===== src/source/soc_pkg.sv =====
`default_nettype none

package soc_pkg;

  typedef struct packed {
    logic        mem_valid;
    logic        mem_instr;
    logic [31:0] mem_addr;
    logic [31:0] mem_wdata;
    logic [3:0]  mem_wstrb;
  } mem_in_type;

  typedef struct packed {
    logic        mem_ready;
    logic [31:0] mem_rdata;
  } mem_out_type;

  localparam mem_in_type init_mem_in = '0;
  localparam mem_out_type init_mem_out = '0;

  localparam logic [31:0] rom_base_addr = 32'h0000_0000;
  localparam logic [31:0] rom_top_addr = 32'h0000_0400;
  localparam logic [31:0] clint_base_addr = 32'h0200_0000;
  localparam logic [31:0] clint_top_addr = 32'h0200_C000;
  localparam logic [31:0] ram_base_addr = 32'h8000_0000;
  localparam logic [31:0] ram_top_addr = 32'h8000_1000;

  localparam int rom_depth = 256;
  localparam int ram_depth = 1024;

  localparam int clint_divider = 4;  // Clocks per mtime tick.

  localparam logic [31:0] clint_msip_offset = 32'h0000_0000;
  localparam logic [31:0] clint_mtimecmp_offset = 32'h0000_4000;
  localparam logic [31:0] clint_mtime_offset = 32'h0000_BFF8;

  // Index in the high half, scrambled inverse of it in the low half.
  function automatic logic [31:0] rom_word(input int unsigned index);
    logic [15:0] idx;
    logic [31:0] mix;
    idx = index[15:0];
    mix = {16'h0000, ~idx} * 32'h0000_9E37;
    return {idx, mix[15:0]};
  endfunction

endpackage

`default_nettype wire


===== src/source/mem_decoder.sv =====
`default_nettype none

module mem_decoder
  import soc_pkg::*;
(
  input  logic        reset,
  input  logic        clock,
  input  mem_in_type  mem_in,
  output mem_out_type mem_out,
  output mem_in_type  rom_in,
  output mem_in_type  ram_in,
  output mem_in_type  clint_in,
  input  mem_out_type rom_out,
  input  mem_out_type ram_out,
  input  mem_out_type clint_out
);

  logic hit;
  logic unmapped_ready;

  function automatic logic in_range(input logic [31:0] addr, input logic [31:0] base,
                                    input logic [31:0] top);
    return (addr >= base) && (addr < top);
  endfunction

  always_comb begin
    rom_in = init_mem_in;
    ram_in = init_mem_in;
    clint_in = init_mem_in;
    hit = 1'b0;
    if (mem_in.mem_valid) begin
      if (in_range(mem_in.mem_addr, rom_base_addr, rom_top_addr)) begin
        rom_in = mem_in;
        rom_in.mem_addr = mem_in.mem_addr - rom_base_addr;
        hit = 1'b1;
      end else if (in_range(mem_in.mem_addr, ram_base_addr, ram_top_addr)) begin
        ram_in = mem_in;
        ram_in.mem_addr = mem_in.mem_addr - ram_base_addr;
        hit = 1'b1;
      end else if (in_range(mem_in.mem_addr, clint_base_addr, clint_top_addr)) begin
        clint_in = mem_in;
        clint_in.mem_addr = mem_in.mem_addr - clint_base_addr;
        hit = 1'b1;
      end
    end
  end

  // Unmapped accesses are answered here with zero data.
  always_ff @(posedge clock) begin
    if (reset) begin
      unmapped_ready <= 1'b0;
    end else begin
      unmapped_ready <= mem_in.mem_valid && !hit;
    end
  end

  // Idle targets drive zero data, so the responses can simply be merged.
  always_comb begin
    mem_out.mem_ready = rom_out.mem_ready | ram_out.mem_ready | clint_out.mem_ready |
                        unmapped_ready;
    mem_out.mem_rdata = rom_out.mem_rdata | ram_out.mem_rdata | clint_out.mem_rdata;
  end

  // One outstanding request per master, so only one path answers.
  assert property (@(posedge clock) disable iff (reset)
    $onehot0({rom_out.mem_ready, ram_out.mem_ready, clint_out.mem_ready, unmapped_ready}))
  else $error("decoder saw more than one response at once");

endmodule

`default_nettype wire


===== config.mk =====
export PLATFORM = sky130hd
export DESIGN_NAME = mem_decoder
export DESIGN_NICKNAME = d
export VERILOG_FILES = /design/src/source/soc_pkg.sv /design/src/source/mem_decoder.sv
export SDC_FILE = /design/constraint.sdc
export NUM_CORES = 1
export LEC_CHECK = 0
export BUFFER_PORTS_ARGS = -buffer_cell sky130_fd_sc_hd__buf_2
export CAP_MARGIN = 5
export CORE_AREA = 2 2 160 162
export CTS_CLUSTER_SIZE = 8
export DETAILED_ROUTE_END_ITERATION = 16
export DIE_AREA = 0 0 162 164
export GPL_TIMING_DRIVEN = 1
export SLEW_MARGIN = 20
export SYNTH_ARGS = -nofsm -noshare
export SYNTH_HDL_FRONTEND = slang
export SYNTH_SLANG_ARGS = --single-unit

===== constraint.sdc =====
create_clock -name clock -period 2.2 [get_ports clock]
set_clock_uncertainty 0.2 [all_clocks]
set_input_delay 0.11 -clock clock [delete_from_list [all_inputs] [get_ports clock]]
set_output_delay 0.11 -clock clock [all_outputs]
set_load 0.01 [all_outputs]

==> impl_metrics.py, run 1 <==
metrics = {
    "placement": {
        "io_buffers": 359,
        "hpwlAfterDp_um": 11320,
        "gp_congestion": 0.7963,
    },
    "detailed_routing": {
        "totalWireLength_um": 13520,
        "antenna_left": 0,
        "viasPerCell": 3.979,
        "vias": 4106,
        "wl_per_cell_um": 13.10,
        "drt_iter0_markers": 109,
        "dr.pass1.iters": 4,
        "drc_errors": 0,
    },
    "layout": {
        "final_common_cell": "buf_2",
        "largest_register": "unmapped_ready",
        "final_cell_mix": "359 x buf_2, 70 x nor4_2, 54 x conb_1",
        "nets": 877,
        "largest_reg_flops": 1,
        "layout-drive-gt1-share": 0.6467,
        "largestRegisters": "unmapped_ready x1",
        "antenna_cells": 0,
        "syn_to_final_growth_pct": 75.49,
    },
    "pwr": {
        "irDropWorstVdd_v": 0.00008525,
        "p_per_area_nw_per_um2": 101.3,
        "power_w": 0.0004636,
        "p_leak_nw": 2.219,
    },
    "clock_network": {
        "clkSlewWorstSetupHoldPaths_ps": 0,
        "ctsResizeCount": 0,
    },
    "sta": {
        "finalHoldViolations": 0,
        "drv_slew": 0,
        "min_period_ps": 2075,
        "fin_crit_sh": 0.9430,
        "worstMarginPinSlew_ps": 469.3,
        "max-slew-margin-rel": 0.6790,
        "totalNegativeSetupSlack_ps": 0,
        "fmax_mhz": 482.0,
        "rsz0062_at_grt": "no",
        "holdWs_ps": 169.3,
        "finalSetupViolCount": 0,
    },
    "setup_path": {
        "worstPathCellList": "buf_2 -> nor4_2 -> nand4_1 -> buf_4 -> buf_12 -> nor4_2 -> buf_2",
        "cp-start-kind": "input pin",
        "critPathMaxStageDelay_ps": 380,
        "cp.required_ps": 1890,
        "cp-end-kind": "output pin",
        "crit_family": "simple AND/OR/NAND/NOR gates",
        "cp_data_arrival_time_ps": 1760,
        "path_max_fanout": 87,
        "crit_type": "input pin to output pin",
        "cp_slowest_cell": "nor4_2",
        "worstPathBufferInverterCount": 4,
    },
    "synth": {
        "syn_inst": 373,
        "synth.avg_cell_area_um2": 6.994,
        "yosys.cell_types.count": 24,
        "synth_area_um2": 2609,
        "synth_seq_cells": 1,
        "synth_seq_area_share": 0.007674,
        "yosys_warnings": 0,
    },
    "floorplan": {
        "coreArea_um2": 24820,
        "start_util": 0.1051,
        "rows": 58,
        "fp.dieW_um": 162,
        "die_area_um2": 26570,
        "io_pins": 414,
        "dieHeight_um": 164,
    },
    "global_routing": {
        "grt_antenna_before_repair": 1,
        "overflow": 0,
        "grt_pass1_vias": 3477,
        "grt_pass1_wl_um": 18660,
        "gr-usage-all-layers": 0.08669,
        "grt_max_degree": 88,
    },
    "hold_path": {
        "hold_class": "input pin to flop",
    },
    "run_status": {
        "status": "finished, final reports clean",
    },
    "flow_run": {
        "max_cap_viol_count": 0,
    },
}
[routing by layer]
layer	part of all wire	up-vias	GRT usage	wire [µm]
li1	-	1942	-	-
met1	0.38	1887	0.1020	5174
met2	0.53	265	0.1760	7203
met3	0.076	10	0.004293	1029
met4	0.0077	2	0.01006	104
met5	0.00096	-	0	13
[area by class of cell]
cell class                      count  area, µm²
Fill cell                        2872      20240
Timing Repair Buffer              380       2017
Tap cell                          330      412.9
Multi-Input combinational cell    311       2091
Inverter                           10      37.54
Sequential cell                     1      20.02
[timing repair]
| action | in CTS | in global routing |
|---|---|---|
| hold buffers | 0 | 0 |
| endpoints found under the setup margin | 0 | 4 |
| setup buffers | 0 | 1 |
[per-stage QoR]
| step | utilization | instance area, µm² | worst slack, ps | instances |
|---|---|---|---|---|
| 3_3_place_gp | 0.1842 | 4571 | 238.0 | 1031 |
| 5_1_grt | 0.1845 | 4578 | 50.89 | 1032 |
| 3_5_place_dp | 0.1842 | 4571 | 147.6 | 1031 |
| 4_1_cts | 0.1842 | 4571 | 121.3 | 1031 |
| 6_report | 0.1845 | 4578 | 125.5 | 1032 |
| 2_1_floorplan | - | 2808 | 462.1 | 426 |
[power breakdown]
| part | switching (W) | internal, W |
|---|---|---|
| combinational | 0.000274 | 0.000170 |
| clock | 0 | 0 |
| sequential | 0.000000118 | 0.0000195 |
[final timing paths]
check | from | endpoint | slack, ps | depth (start not counted)
hold / removal | reset | unmapped_ready | 170 | 3
setup / recovery | mem_in[63] | ram_in[19] | 130 | 7
[worst min-delay path, cell delays in order]
cell,delay [ps]
buf_2,80
inv_1,30
o211a_1,90
[synth_stat cells (all sizes together)]
| cell type | n | area (µm²) |
|---|---|---|
| inv | 10 | 37.54 |
| a2111oi | 3 | 26.28 |
| dfxtp | 1 | 20.02 |
| nand2 | 52 | 195.2 |
| or4 | 1 | 7.510 |
| or3 | 33 | 206.5 |
| o21bai | 1 | 7.510 |
| nand3 | 1 | 5.000 |
| buf | 85 | 599.3 |
| nor4 | 107 | 1107 |
| clkbuf | 19 | 71.32 |
| ha | 2 | 25.02 |
| nand4 | 1 | 6.260 |
| conb | 1 | 3.750 |
| a21o | 1 | 7.510 |
| a32oi | 1 | 8.760 |
| nor2 | 2 | 7.510 |
| o211a | 1 | 10.01 |
| nor3 | 50 | 250.2 |
| nor2b | 1 | 6.260 |
[cells by family after synthesis]
logic type,share of synthesized area
DFF,0.007674
AOI/OAI and AO/OA,0.02303
adders and majority gates,0.009591
and+or+nand+nor,0.6868
buffers and inverters,0.2715
other,0.001437
No activity file was read; power rests on OpenSTA's default activity.
==> run 2, diff against run 1 <==
Settings changed: ABC_AREA from default to 1, CORE_AREA 2 2 160 162 to 2 2 162 164, DIE_AREA 0 0 162 164 to 0 0 164 166, GPL_ROUTABILITY_DRIVEN from default to 1.
==> impl_metrics.py, run 2 <==
metrics = {
    "sta": {
        "drv_slew": 0,
        "finalHoldViolations": 0,
        "final.setup.worst_slack_ps": 392.5,
        "totalNegativeSetupSlack_ps": 0,
        "fmax_mhz": 553.2,
        "min_period_ps": 1808,
        "fin_crit_sh": 0.8216,
        "rsz0062_at_grt": "no",
        "finalSetupViolCount": 0,
    },
    "synth": {
        "yosysTopAreaCellShare": 0.3176,
        "synth_edf_count": 0,
        "synthAdderAreaFrac": 0.01384,
        "synth_xor_area_frac": 0.004844,
        "yosys.cell_types.count": 19,
        "synth.avg_cell_area_um2": 4.940,
        "synth_area_um2": 1808,
        "syn_inst": 366,
        "ys_top_cells_by_count": "153 x nor2_1, 65 x inv_1, 54 x buf_4",
        "yosys_warnings": 0,
        "synth_seq_cells": 1,
        "async_flop_share": 0,
        "synth_seq_area_share": 0.01107,
        "yosys.area_share.simple": 0.5516,
        "yosysTopAreaCell": "nor2_1",
        "yosysMostFrequentCell": "nor2_1",
        "synth-compound-area-share": 0.004152,
        "synth_mux_area_frac": 0,
        "synth_ff_type": "dfxtp_1",
        "synth_top_family_by_area": "simple AND/OR/NAND/NOR gates",
        "synthTopCellsByArea": "nor2_1 32%, buf_4 22%, inv_1 13%",
    },
    "setup_path": {
        "path_max_fanout": 31,
        "cp.required_ps": 1890,
        "cp_data_arrival_time_ps": 1500,
        "crit_type": "input pin to output pin",
        "endpoint": "ram_in[20]",
        "cp-start-kind": "input pin",
        "crit_start": "mem_in[62]",
        "cp-end-kind": "output pin",
    },
    "hold_path": {
        "min_from": "reset",
        "hold_class": "input pin to flop",
    },
    "global_routing": {
        "overflow": 0,
        "gr-usage-met2": 0.1401,
        "grt_max_degree": 32,
        "grt_antenna_before_repair": 0,
        "grt_pass1_vias": 2790,
        "grt_util_met3": 0.004745,
        "gr-usage-all-layers": 0.06081,
        "grt_busiest_layer": "met2",
        "grt_use_met1": 0.05693,
        "grt_pass1_wl_um": 13440,
    },
    "clock_network": {
        "post_cts_buffers": 0,
        "hold_buffers": 0,
        "ctsResizeCount": 0,
        "clkSlewWorstSetupHoldPaths_ps": 0,
    },
    "layout": {
        "largest_reg_flops": 1,
        "largest_register": "unmapped_ready",
        "nets": 889,
        "final_common_cell": "buf_2",
        "final_area_um2": 3796,
        "syn_to_final_growth_pct": 110.0,
        "layout-drive-gt1-share": 0.5420,
        "fillers": 2999,
        "antenna_cells": 0,
        "largestRegisters": "unmapped_ready x1",
        "final_cell_mix": "359 x buf_2, 153 x nor2_1, 65 x inv_1",
        "fin_util": 0.1482,
    },
    "detailed_routing": {
        "wl_per_cell_um": 9.184,
        "antenna_left": 0,
        "drc_errors": 0,
        "totalWireLength_um": 9634,
        "viasPerCell": 3.066,
        "vias": 3216,
        "dr.pass1.iters": 4,
        "drt_iter0_markers": 55,
    },
    "floorplan": {
        "dieHeight_um": 166,
        "rows": 59,
        "fp.dieW_um": 164,
        "start_util": 0.07058,
        "io_pins": 414,
        "coreArea_um2": 25620,
        "die_area_um2": 27220,
    },
    "placement": {
        "io_buffers": 359,
        "place_area_um2": 3796,
        "dp_slack_ps": 359.3,
        "hpwlAfterDp_um": 8743,
        "gp_congestion": 0.8066,
    },
    "flow_run": {
        "max_cap_viol_count": 0,
    },
    "pwr": {
        "p_leak_nw": 2.675,
        "p_per_area_nw_per_um2": 87.52,
        "irDropWorstVdd_v": 0.00008821,
    },
    "run_status": {
        "status": "finished, final reports clean",
    },
}
run 2: cell count changes in the layout (fill, tap and decap cells not counted), moves of 3 or more:
cell and change:
nor2_2 +19, nor3_1 -50, buf_4 -12, inv_1 +56, buf_12 -3, nor4_1 -37, nor2_1 +151, nor4_2 -70
a2111oi_0 -3, nand2_1 -37
run 2: kinds of logic (layout without fill, tap and decap cells):
group | Yosys count | after routing
compound gates | 1 | 1
simple gates | 225 | 225
fa+ha+maj | 2 | 2
flops | 1 | 1
buf+inv | 135 | 430
xor+xnor | 1 | 1
other cells | 1 | 54
run 2: power by group:
part / switching [W] / total, W / internal, W
combinational: 0.000166 / 0.000312 / 0.000146
clock: 0 / 0 / 0
sequential: 0.000000355 / 0.0000199 / 0.0000195
total: 0.000167 / 0.000332 / 0.000166
run 2: per-stage QoR:
step | hold WS (ps) | total power (W) | instances
2_1_floorplan | 51.77 | 0.0002185 | 419
3_3_place_gp | 230.7 | 0.0003290 | 1049
3_5_place_dp | 227.4 | 0.0003314 | 1049
4_1_cts | 231.2 | 0.0003325 | 1049
5_1_grt | 250.9 | 0.0003731 | 1049
6_report | 210.5 | 0.0003322 | 1049
run 2: how the worst min path moves through the flow:
stage,end,slack (ps),cells after the start
finish,unmapped_ready,210,3
global route,unmapped_ready,250,3
CTS,unmapped_ready,230,3
detailed placement,unmapped_ready,230,3
global placement,unmapped_ready,230,3
floorplan,unmapped_ready,50,2
run 2: area by class of cell:
cell class	instances	area (µm²)	area share
Timing Repair Buffer	365	1867	0.4918
Sequential cell	1	20.02	0.005274
Tap cell	335	419.2	0.1104
Multi-Input combinational cell	283	1246	0.3283
Inverter	65	244.0	0.06427
run 2: per-layer routing:
metal / wire, µm / up-vias
met4: 51 / 0
met1: 3254 / 1336
met5: 0 / -
met3: 939 / 2
met2: 5388 / 231
li1: - / 1647
run 2: critical path, cell delays in order:
cell and delay, ps:
buf_2 110, nor2_1 140, nand2_1 110, nor2_1 150, nand3_1 160, nand3_2 120
buf_4 330, nor2_1 80, buf_2 150
