## src/source/soc_pkg.sv

```systemverilog
`default_nettype none

package soc_pkg;

  typedef struct packed {
    logic        mem_valid;
    logic        mem_instr;
    logic [31:0] mem_addr;
    logic [31:0] mem_wdata;
    logic [3:0]  mem_wstrb;
  } mem_in_type;

  typedef struct packed {
    logic        mem_ready;
    logic [31:0] mem_rdata;
  } mem_out_type;

  localparam mem_in_type init_mem_in = '0;
  localparam mem_out_type init_mem_out = '0;

  localparam logic [31:0] rom_base_addr = 32'h0000_0000;
  localparam logic [31:0] rom_top_addr = 32'h0000_0400;
  localparam logic [31:0] clint_base_addr = 32'h0200_0000;
  localparam logic [31:0] clint_top_addr = 32'h0200_C000;
  localparam logic [31:0] ram_base_addr = 32'h8000_0000;
  localparam logic [31:0] ram_top_addr = 32'h8000_1000;

  localparam int rom_depth = 256;
  localparam int ram_depth = 1024;

  localparam int clint_divider = 4;  // Clocks per mtime tick.

  localparam logic [31:0] clint_msip_offset = 32'h0000_0000;
  localparam logic [31:0] clint_mtimecmp_offset = 32'h0000_4000;
  localparam logic [31:0] clint_mtime_offset = 32'h0000_BFF8;

  // Index in the high half, scrambled inverse of it in the low half.
  function automatic logic [31:0] rom_word(input int unsigned index);
    logic [15:0] idx;
    logic [31:0] mix;
    idx = index[15:0];
    mix = {16'h0000, ~idx} * 32'h0000_9E37;
    return {idx, mix[15:0]};
  endfunction

endpackage

`default_nettype wire

```

## src/source/arbiter.sv

```systemverilog
`default_nettype none

module arbiter
  import soc_pkg::*;
(
  input  logic        reset,
  input  logic        clock,
  input  mem_in_type  imem_in,
  output mem_out_type imem_out,
  input  mem_in_type  dmem_in,
  output mem_out_type dmem_out,
  output mem_in_type  mem_in,
  input  mem_out_type mem_out
);

  logic busy;
  logic owner;  // High while dmem owns the target.
  logic pend_valid;
  logic pend_owner;
  mem_in_type pend_req;

  logic busy_n;
  logic owner_n;
  logic pend_valid_n;
  logic pend_owner_n;
  logic hold;
  logic accept;
  logic launch;

  assign accept = !pend_valid && (!busy || mem_out.mem_ready);  // Target free, slot empty.
  assign launch = pend_valid && !busy;

  always_comb begin
    mem_in = init_mem_in;
    busy_n = busy && !mem_out.mem_ready;
    owner_n = owner;
    pend_valid_n = pend_valid;
    pend_owner_n = pend_owner;
    hold = 1'b0;
    if (launch) begin
      mem_in = pend_req;
      busy_n = 1'b1;
      owner_n = pend_owner;
      pend_valid_n = 1'b0;
    end else if (accept && dmem_in.mem_valid) begin
      mem_in = dmem_in;
      busy_n = 1'b1;
      owner_n = 1'b1;
    end else if (accept && imem_in.mem_valid) begin
      mem_in = imem_in;
      busy_n = 1'b1;
      owner_n = 1'b0;
    end
    if (dmem_in.mem_valid && !accept) begin
      hold = 1'b1;
      pend_valid_n = 1'b1;
      pend_owner_n = 1'b1;
    end
    if (imem_in.mem_valid && !(accept && !dmem_in.mem_valid)) begin  // Loses to dmem.
      hold = 1'b1;
      pend_valid_n = 1'b1;
      pend_owner_n = 1'b0;
    end
  end

  always_ff @(posedge clock) begin
    if (reset) begin
      busy <= 1'b0;
      owner <= 1'b0;
      pend_valid <= 1'b0;
      pend_owner <= 1'b0;
    end else begin
      busy <= busy_n;
      owner <= owner_n;
      pend_valid <= pend_valid_n;
      pend_owner <= pend_owner_n;
    end
  end

  always_ff @(posedge clock) begin
    if (hold) begin
      pend_req <= pend_owner_n ? dmem_in : imem_in;
    end
  end

  assign imem_out = (busy && !owner) ? mem_out : init_mem_out;
  assign dmem_out = (busy && owner) ? mem_out : init_mem_out;

  // A master may reissue in its ready cycle only when nothing is held.
  assert property (@(posedge clock) disable iff (reset)
    imem_in.mem_valid |-> !(pend_valid && !pend_owner) &&
      !(busy && !owner && !(mem_out.mem_ready && !pend_valid)))
  else $error("imem request while one is outstanding");

  assert property (@(posedge clock) disable iff (reset)
    dmem_in.mem_valid |-> !(pend_valid && pend_owner) &&
      !(busy && owner && !(mem_out.mem_ready && !pend_valid)))
  else $error("dmem request while one is outstanding");

  assert property (@(posedge clock) disable iff (reset) mem_out.mem_ready |-> busy)
  else $error("target ready with no request in flight");

endmodule

`default_nettype wire

```

## config.mk

```make
export PLATFORM = sky130hd
export DESIGN_NAME = arbiter
export DESIGN_NICKNAME = d
export VERILOG_FILES = /design/src/source/soc_pkg.sv /design/src/source/arbiter.sv
export SDC_FILE = /design/constraint.sdc
export NUM_CORES = 1
export LEC_CHECK = 0
export BUFFER_PORTS_ARGS = -buffer_cell sky130_fd_sc_hd__buf_2
export CAP_MARGIN = 20
export CORE_AREA = 2 2 121 123
export DETAILED_ROUTE_END_ITERATION = 8
export DIE_AREA = 0 0 123 125
export GPL_ROUTABILITY_DRIVEN = 0
export GPL_TIMING_DRIVEN = 1
export PLACE_DENSITY = 0.7
export SYNTH_ARGS = -nofsm -noshare
export SYNTH_HDL_FRONTEND = slang
export SYNTH_SLANG_ARGS = --single-unit
```

## constraint.sdc

```tcl
create_clock -name clock -period 3.85 [get_ports clock]
set_input_delay 0.385 -clock clock [delete_from_list [all_inputs] [get_ports clock]]
set_output_delay 0.385 -clock clock [all_outputs]
set_load 0.05 [all_outputs]
```

==> results of run 1 <==
[how the worst max path moves through the flow]
stage,start,endpoint,slack [ns],depth (start not counted)
3_3_place_gp,dmem_in[69],pend_req[25],1.27,5
5_1_grt,busy,mem_in[69],0.92,6
3_5_place_dp,dmem_in[69],pend_req[31],1.23,5
6_report,busy,mem_in[69],1.12,6
4_1_cts,busy,mem_in[31],1.07,6
2_1_floorplan,dmem_in[69],pend_req[0],1.21,3
[synthesized netlist by cell type (2+ instances only)]
master    count  area share, %
a31oi_1       2           0.24
nand2_1      74            5.3
buf_4         4           0.58
buf_6         7            1.5
nor2_1        5           0.36
dfxtp_1       4            1.5
a21oi_1       4           0.38
mux2_4       69             20
nor2b_1       2           0.24
a22oi_1      69            9.9
edfxtp_1     70             40
and3_1       33            4.0
buf_2         8           0.77
and2_1       33            4.0
o21ai_0      72            6.9
clkbuf_1     29            2.1
[through the flow]
stage / hold slack (ns) / total power, mW / instances / setup WS (ns)
2_1_floorplan: 0.454 / 1.96 / 497 / 1.21
3_3_place_gp: 0.551 / 2.28 / 954 / 1.27
3_5_place_dp: 0.567 / 2.29 / 954 / 1.23
4_1_cts: 0.256 / 3.25 / 968 / 1.07
5_1_grt: 0.263 / 3.36 / 968 / 0.919
6_report: 0.273 / 3.23 / 968 / 1.12
[registers in the layout, indices dropped and copies added, names as in the netlist]
| signal | flops |
|---|---|
| busy | 1 |
| pend_req | 70 |
| owner | 1 |
| pend_owner | 1 |
| pend_valid | 1 |
[power breakdown]
group | switching, mW | internal (mW) | total, mW | leakage, nW
combinational | 0.854 | 0.384 | 1.24 | 2.75
sequential | 0.0328 | 1.01 | 1.04 | 0.715
clock | 0.322 | 0.627 | 0.949 | 0.162
[cell type report]
| type | instances | share of cell area (%) |
|---|---|---|
| clock inverters | 5 | 1.44 |
| inverters | 1 | 0.0521 |
| multi-input cells | 373 | 38.8 |
| repair buffers | 322 | 23.1 |
| flip-flops and latches | 74 | 30.3 |
| clock buffers | 9 | 3.13 |
| well taps | 184 | 3.20 |
[layout by cell type (no fill, tap or decap)]
cell type | synthesis | routed
nor2_4 | 0 | 1
buf_2 | 8 | 310
nor2b_4 | 0 | 1
o21ai_0 | 72 | 72
nand2b_4 | 1 | 1
buf_12 | 0 | 2
bufinv_16 | 0 | 3
nand2_1 | 74 | 73
a21oi_1 | 4 | 4
inv_6 | 0 | 1
buf_4 | 4 | 10
a31oi_1 | 2 | 2
or2b_1 | 1 | 1
inv_2 | 1 | 1
a21o_4 | 0 | 1
mux2_4 | 69 | 69
and3_1 | 33 | 33
nor2b_1 | 2 | 1
nor2_1 | 5 | 5
a21boi_2 | 1 | 1
o21ai_1 | 1 | 1
edfxtp_1 | 70 | 70
and2_1 | 33 | 33
nand2_2 | 0 | 1
a22oi_1 | 69 | 69
nor3_1 | 1 | 1
a21boi_0 | 1 | 1
dfxtp_1 | 4 | 4
clkinv_2 | 0 | 1
a32oi_1 | 1 | 1
clkbuf_16 | 0 | 9
o2bb2ai_4 | 1 | 1
[worst max-delay path, stage by stage, from the launching register on]
cell and delay [ns]:
dfxtp_1 0.33, buf_4 0.24, nor2_4 0.55, buf_4 0.38
nand2_1 0.08, o21ai_0 0.12, buf_2 0.32
[cells by family after synthesis]
logic type      count (synthesis)
buf+inv                        50
flops                          74
compound gates                153
mux                            69
simple gates                  151
[metal layers]
layer  global-route usage [%]  share of wire [%]  wire [um]  up-vias
met5                        0                  0          0        -
li1                         -                  -          -     2423
met2                     31.3                 47       7530      213
met3                     4.38                8.0       1290       10
met4                     4.55                1.0        169        0
met1                     27.6                 44       7140     2312
==> flow_summary.toml, run 1 <==
[yosys]
synth_simple_gate_area_share_pct = 14.5
ys_types = 28
synth_top_flop_cell = "edfxtp_1"
netlist_area_mm2 = 0.00522
synth.area.mux_share_pct = 19.9
synth_top_family_by_area = "multiplexers"
synth_xor_area_share_pct = 0
avgSynthCellArea_um2 = 10.5
synth_adder_area_share_pct = 0
ys_seq_area_share_pct = 41.8
syn_nets = 672
syn_inst = 497
synth_compound_area_share_pct = 18.8
synth-edff-count = 70
ys_warn_count = 0
synthArstFlopShare_pct = 0
ys_ff_latch = 74

[clock_tree]
cts_tree = "built"
clock_insertion_delay_worst_skew_ns = 0.32
path_clk_slew_ns = 0.06
cts_made_buffers = 9
numClockSinks = 74
cts.path.max_buffers = 2
ctsHoldBuffers = 0
root_buffer = "clkbuf_16"
cts_resized = 0
cts_setup_buffers = 0
ctsHtreeMaxLevel = 3

[finish]
final_util_pct = 50.7
area.growth.synth_to_final_pct = 38.1
antenna_cells = 0
drive_above_1_share_pct = 52.7
multi_input_area_mm2 = 0.00279
fill_cells = 1354
nets = 956
seqCellArea_mm2 = 0.00218
design_area_mm2 = 0.00720

[min_path]
hold_path.class = "in -> reg"
hp-start = "reset"
min_path_cells = 2
min_to = "pend_valid"

[timing]
setup_viol = 0
slew_viol_final = 0
max-slew-margin-rel_pct = 28.1
fin_crit_sh_pct = 70.9
finClkSkew_ns = 0.00680
fin_setup_tns_ns = 0
rsz0062_at_grt = "no"
worst_slew_pin_slew_ns = 1.08
period_needed_ns = 2.73
finalHoldViolations = 0
fmax_mhz = 366

[die]
num_rows = 44
initial_core_util_pct = 36.7
die_x_um = 123
design.portCount = 311
die-area_mm2 = 0.0154
core_area_mm2 = 0.0142
fp.dieH_um = 125

[critical_path]
r2r_slack_ns = 1.47
reg2reg_to = "pend_req[31]"
worstPathArrival_ns = 2.34
worst-path-max-fanout = 38
crit_type = "reg -> out"
cp_data_required_time_ns = 3.46
worstSetupStartpointType = "register"
r2r-start = "pend_valid"
end_kind = "output pin"
r2r_cells = 5

[global_routing]
grt_first_pass_wirelength_mm = 24.1
grt_usage_pct = 19.8
grt_max_degree = 71
grt_overflow_total = 0
first_global_vias = 4563
antenna_found_initial = 0

[run]
maxCapViolations = 0

[pwr]
p_per_area_mw_per_mm2 = 448
peakVddDrop_mv = 0.186
p_leak_nw = 3.62

[placement]
dpl.hpwl_mm = 11.6
port_buffers = 310
placed_area_mm2 = 0.00687

[detailed_routing]
via_per_inst = 5.12
first_pass_iters = 5
drtIter0Drc = 420
vias = 4958
drc_errors = 0
wl_per_cell_um = 16.7
routed_wirelength_mm = 16.1
ant_nets = 0

[outcome]
status = "finished clean"
Note: power is estimated with default switching activity, not from simulation.
==> run 2: changes to the inputs <==
--- a/config.mk
+++ b/config.mk
@@ -12,7 +12,7 @@
 export DIE_AREA = 0 0 123 125
 export GPL_ROUTABILITY_DRIVEN = 0
 export GPL_TIMING_DRIVEN = 1
-export PLACE_DENSITY = 0.7
+export PLACE_DENSITY = 0.73
 export SYNTH_ARGS = -nofsm -noshare
 export SYNTH_HDL_FRONTEND = slang
 export SYNTH_SLANG_ARGS = --single-unit
==> constraint.sdc (replaced) <==
create_clock -name clock -period 2.3 [get_ports clock]
set_input_delay 0.23 -clock clock [delete_from_list [all_inputs] [get_ports clock]]
set_output_delay 0.23 -clock clock [all_outputs]
set_load 0.05 [all_outputs]
==> run 2 against run 1 <==
Net effect:
- worst hold slack got worse by 0.16 ns
- routed wire length shrank 0.51%
- final area rose by 0.52%
- total power grew 58%
- critical endpoint is now imem_out[19]
- largest cell class unchanged
==> flow_summary.toml, run 2 (synthesis gave the netlist of run 1 again) <==
[outcome]
status = "finished clean"

[critical_path]
end_kind = "output pin"
crit_type = "reg -> out"
worst-path-max-fanout = 34
cp_data_required_time_ns = 2.07
worstPathArrival_ns = 1.87
worstSetupStartpointType = "register"

[pwr]
p_leak_nw = 3.63
peakVddDrop_mv = 0.335
p_per_area_mw_per_mm2 = 704

[detailed_routing]
wl_per_cell_um = 16.5
ant_nets = 0
drc_errors = 0
first_pass_iters = 5
drtIter0Drc = 321
routed_wirelength_mm = 16.0
via_per_inst = 5.09
vias = 4953

[die]
fp.dieH_um = 125
die-area_mm2 = 0.0154
core_area_mm2 = 0.0142
initial_core_util_pct = 36.7
num_rows = 44
design.portCount = 311
die_x_um = 123

[finish]
largest_reg_flops = 70
layout_commonest_cell = "buf_2"
top_register = "pend_req"
nets = 959
design_area_mm2 = 0.00724
drive_above_1_share_pct = 52.6
final_cell_mix = "309 x buf_2, 73 x nand2_1, 70 x edfxtp_1, 69 x a22oi_1, 69 x mux2_4"
area.growth.synth_to_final_pct = 38.8

[timing]
rsz0062_at_grt = "no"
finalHoldViolations = 0
worst_slew_pin_slew_ns = 0.357
hold-worst-slack_ns = 0.110
period_needed_ns = 2.10
fin_setup_tns_ns = 0
max-slew-margin-rel_pct = 76.0
finClkSkew_ns = 0.00402
setup_viol = 0
fin_crit_sh_pct = 91.2
fmax_mhz = 477
slew_viol_final = 0

[placement]
placed_area_mm2 = 0.00697
port_buffers = 310
dpl.hpwl_mm = 11.6

[clock_tree]
root_buffer = "clkbuf_16"
numClockSinks = 74
cts_made_buffers = 9
path_clk_slew_ns = 0.06
cts_tree = "built"
ctsHoldBuffers = 0
ctsHtreeMaxLevel = 3
clock_insertion_delay_worst_skew_ns = 0.33
cts_setup_buffers = 0
cts.path.max_buffers = 2

[run]
maxCapViolations = 0

[global_routing]
grt_overflow_total = 0
grt_usage_pct = 20.2
grt_first_pass_wirelength_mm = 24.5
first_global_vias = 4586
antenna_found_initial = 3
grt_max_degree = 63

[min_path]
hold_path.class = "in -> reg"
==> run 2: cell count changes in the layout (fill, tap and decap cells not counted), moves of 2 or more <==
cell       change
clkbuf_1       +3
buf_6          +2
o21ai_0       -16
bufinv_16      -3
buf_4          -4
buf_12         +6
clkinv_2       +2
o21ai_1       +16
==> run 2: worst max-delay path, cell delays in order, from the launching register on <==
cell and delay (ns):
dfxtp_2 0.43, buf_6 0.24, nor2b_1 0.15, buf_4 0.28
and2_1 0.18, buf_2 0.26
==> run 2: worst paths after layout <==
check / startpoint / to / slack (ns) / cells past startpoint
worst max-delay path: busy / imem_out[19] / 0.20 / 5
worst min-delay path: reset / busy / 0.11 / 2
worst max register to register: busy / pend_req[63] / 0.52 / 5
worst min register to register: owner / owner / 0.51 / 2
==> run 2: through the flow <==
stage | setup WS [ns] | utilization, % | instances | total power, mW
3_5_place_dp | 0.299 | 49.1 | 957 | 3.88
2_1_floorplan | 0.00656 | - | 497 | 3.28
6_report | 0.203 | 51.0 | 974 | 5.10
3_3_place_gp | 0.364 | 49.1 | 957 | 3.87
5_1_grt | 0.0452 | 51.0 | 974 | 5.32
4_1_cts | 0.0253 | 50.9 | 973 | 5.14
==> run 2: layer usage <==
metal | global-route usage (%) | up-vias | share of wire (%)
met5 | 0 | - | 0.14
met2 | 31.5 | 215 | 46
met4 | 5.75 | 4 | 1.1
met1 | 27.8 | 2288 | 45
met3 | 5.11 | 19 | 7.7
li1 | - | 2427 | -
==> run 2: timing repair <==
| item | 4_1_cts | 5_1_grt |
|---|---|---|
| resized for setup | 0 | 3 |
| endpoints found under the setup margin | 0 | 42 |
| hold endpoints to repair | 0 | 0 |
==> run 2: where the power goes <==
| part | internal [mW] | leakage (nW) | total, mW | switching (mW) |
|---|---|---|---|---|
| registers | 1.68 | 0.715 | 1.73 | 0.0469 |
| logic | 0.684 | 2.79 | 2.13 | 1.45 |
| clock network | 0.722 | 0.128 | 1.24 | 0.518 |
==> run 2: area by class of cell <==
| class | count | area, um^2 |
|---|---|---|
| fillers | 1354 | 6960 |
| multi-input cells | 373 | 2790 |
| flip-flops and latches | 74 | 2180 |
| repair buffers | 325 | 1770 |
| clock buffers | 12 | 236 |
| well taps | 184 | 230 |
| clock inverters | 4 | 18.8 |
| inverters | 1 | 3.75 |
| diodes | 1 | 2.50 |
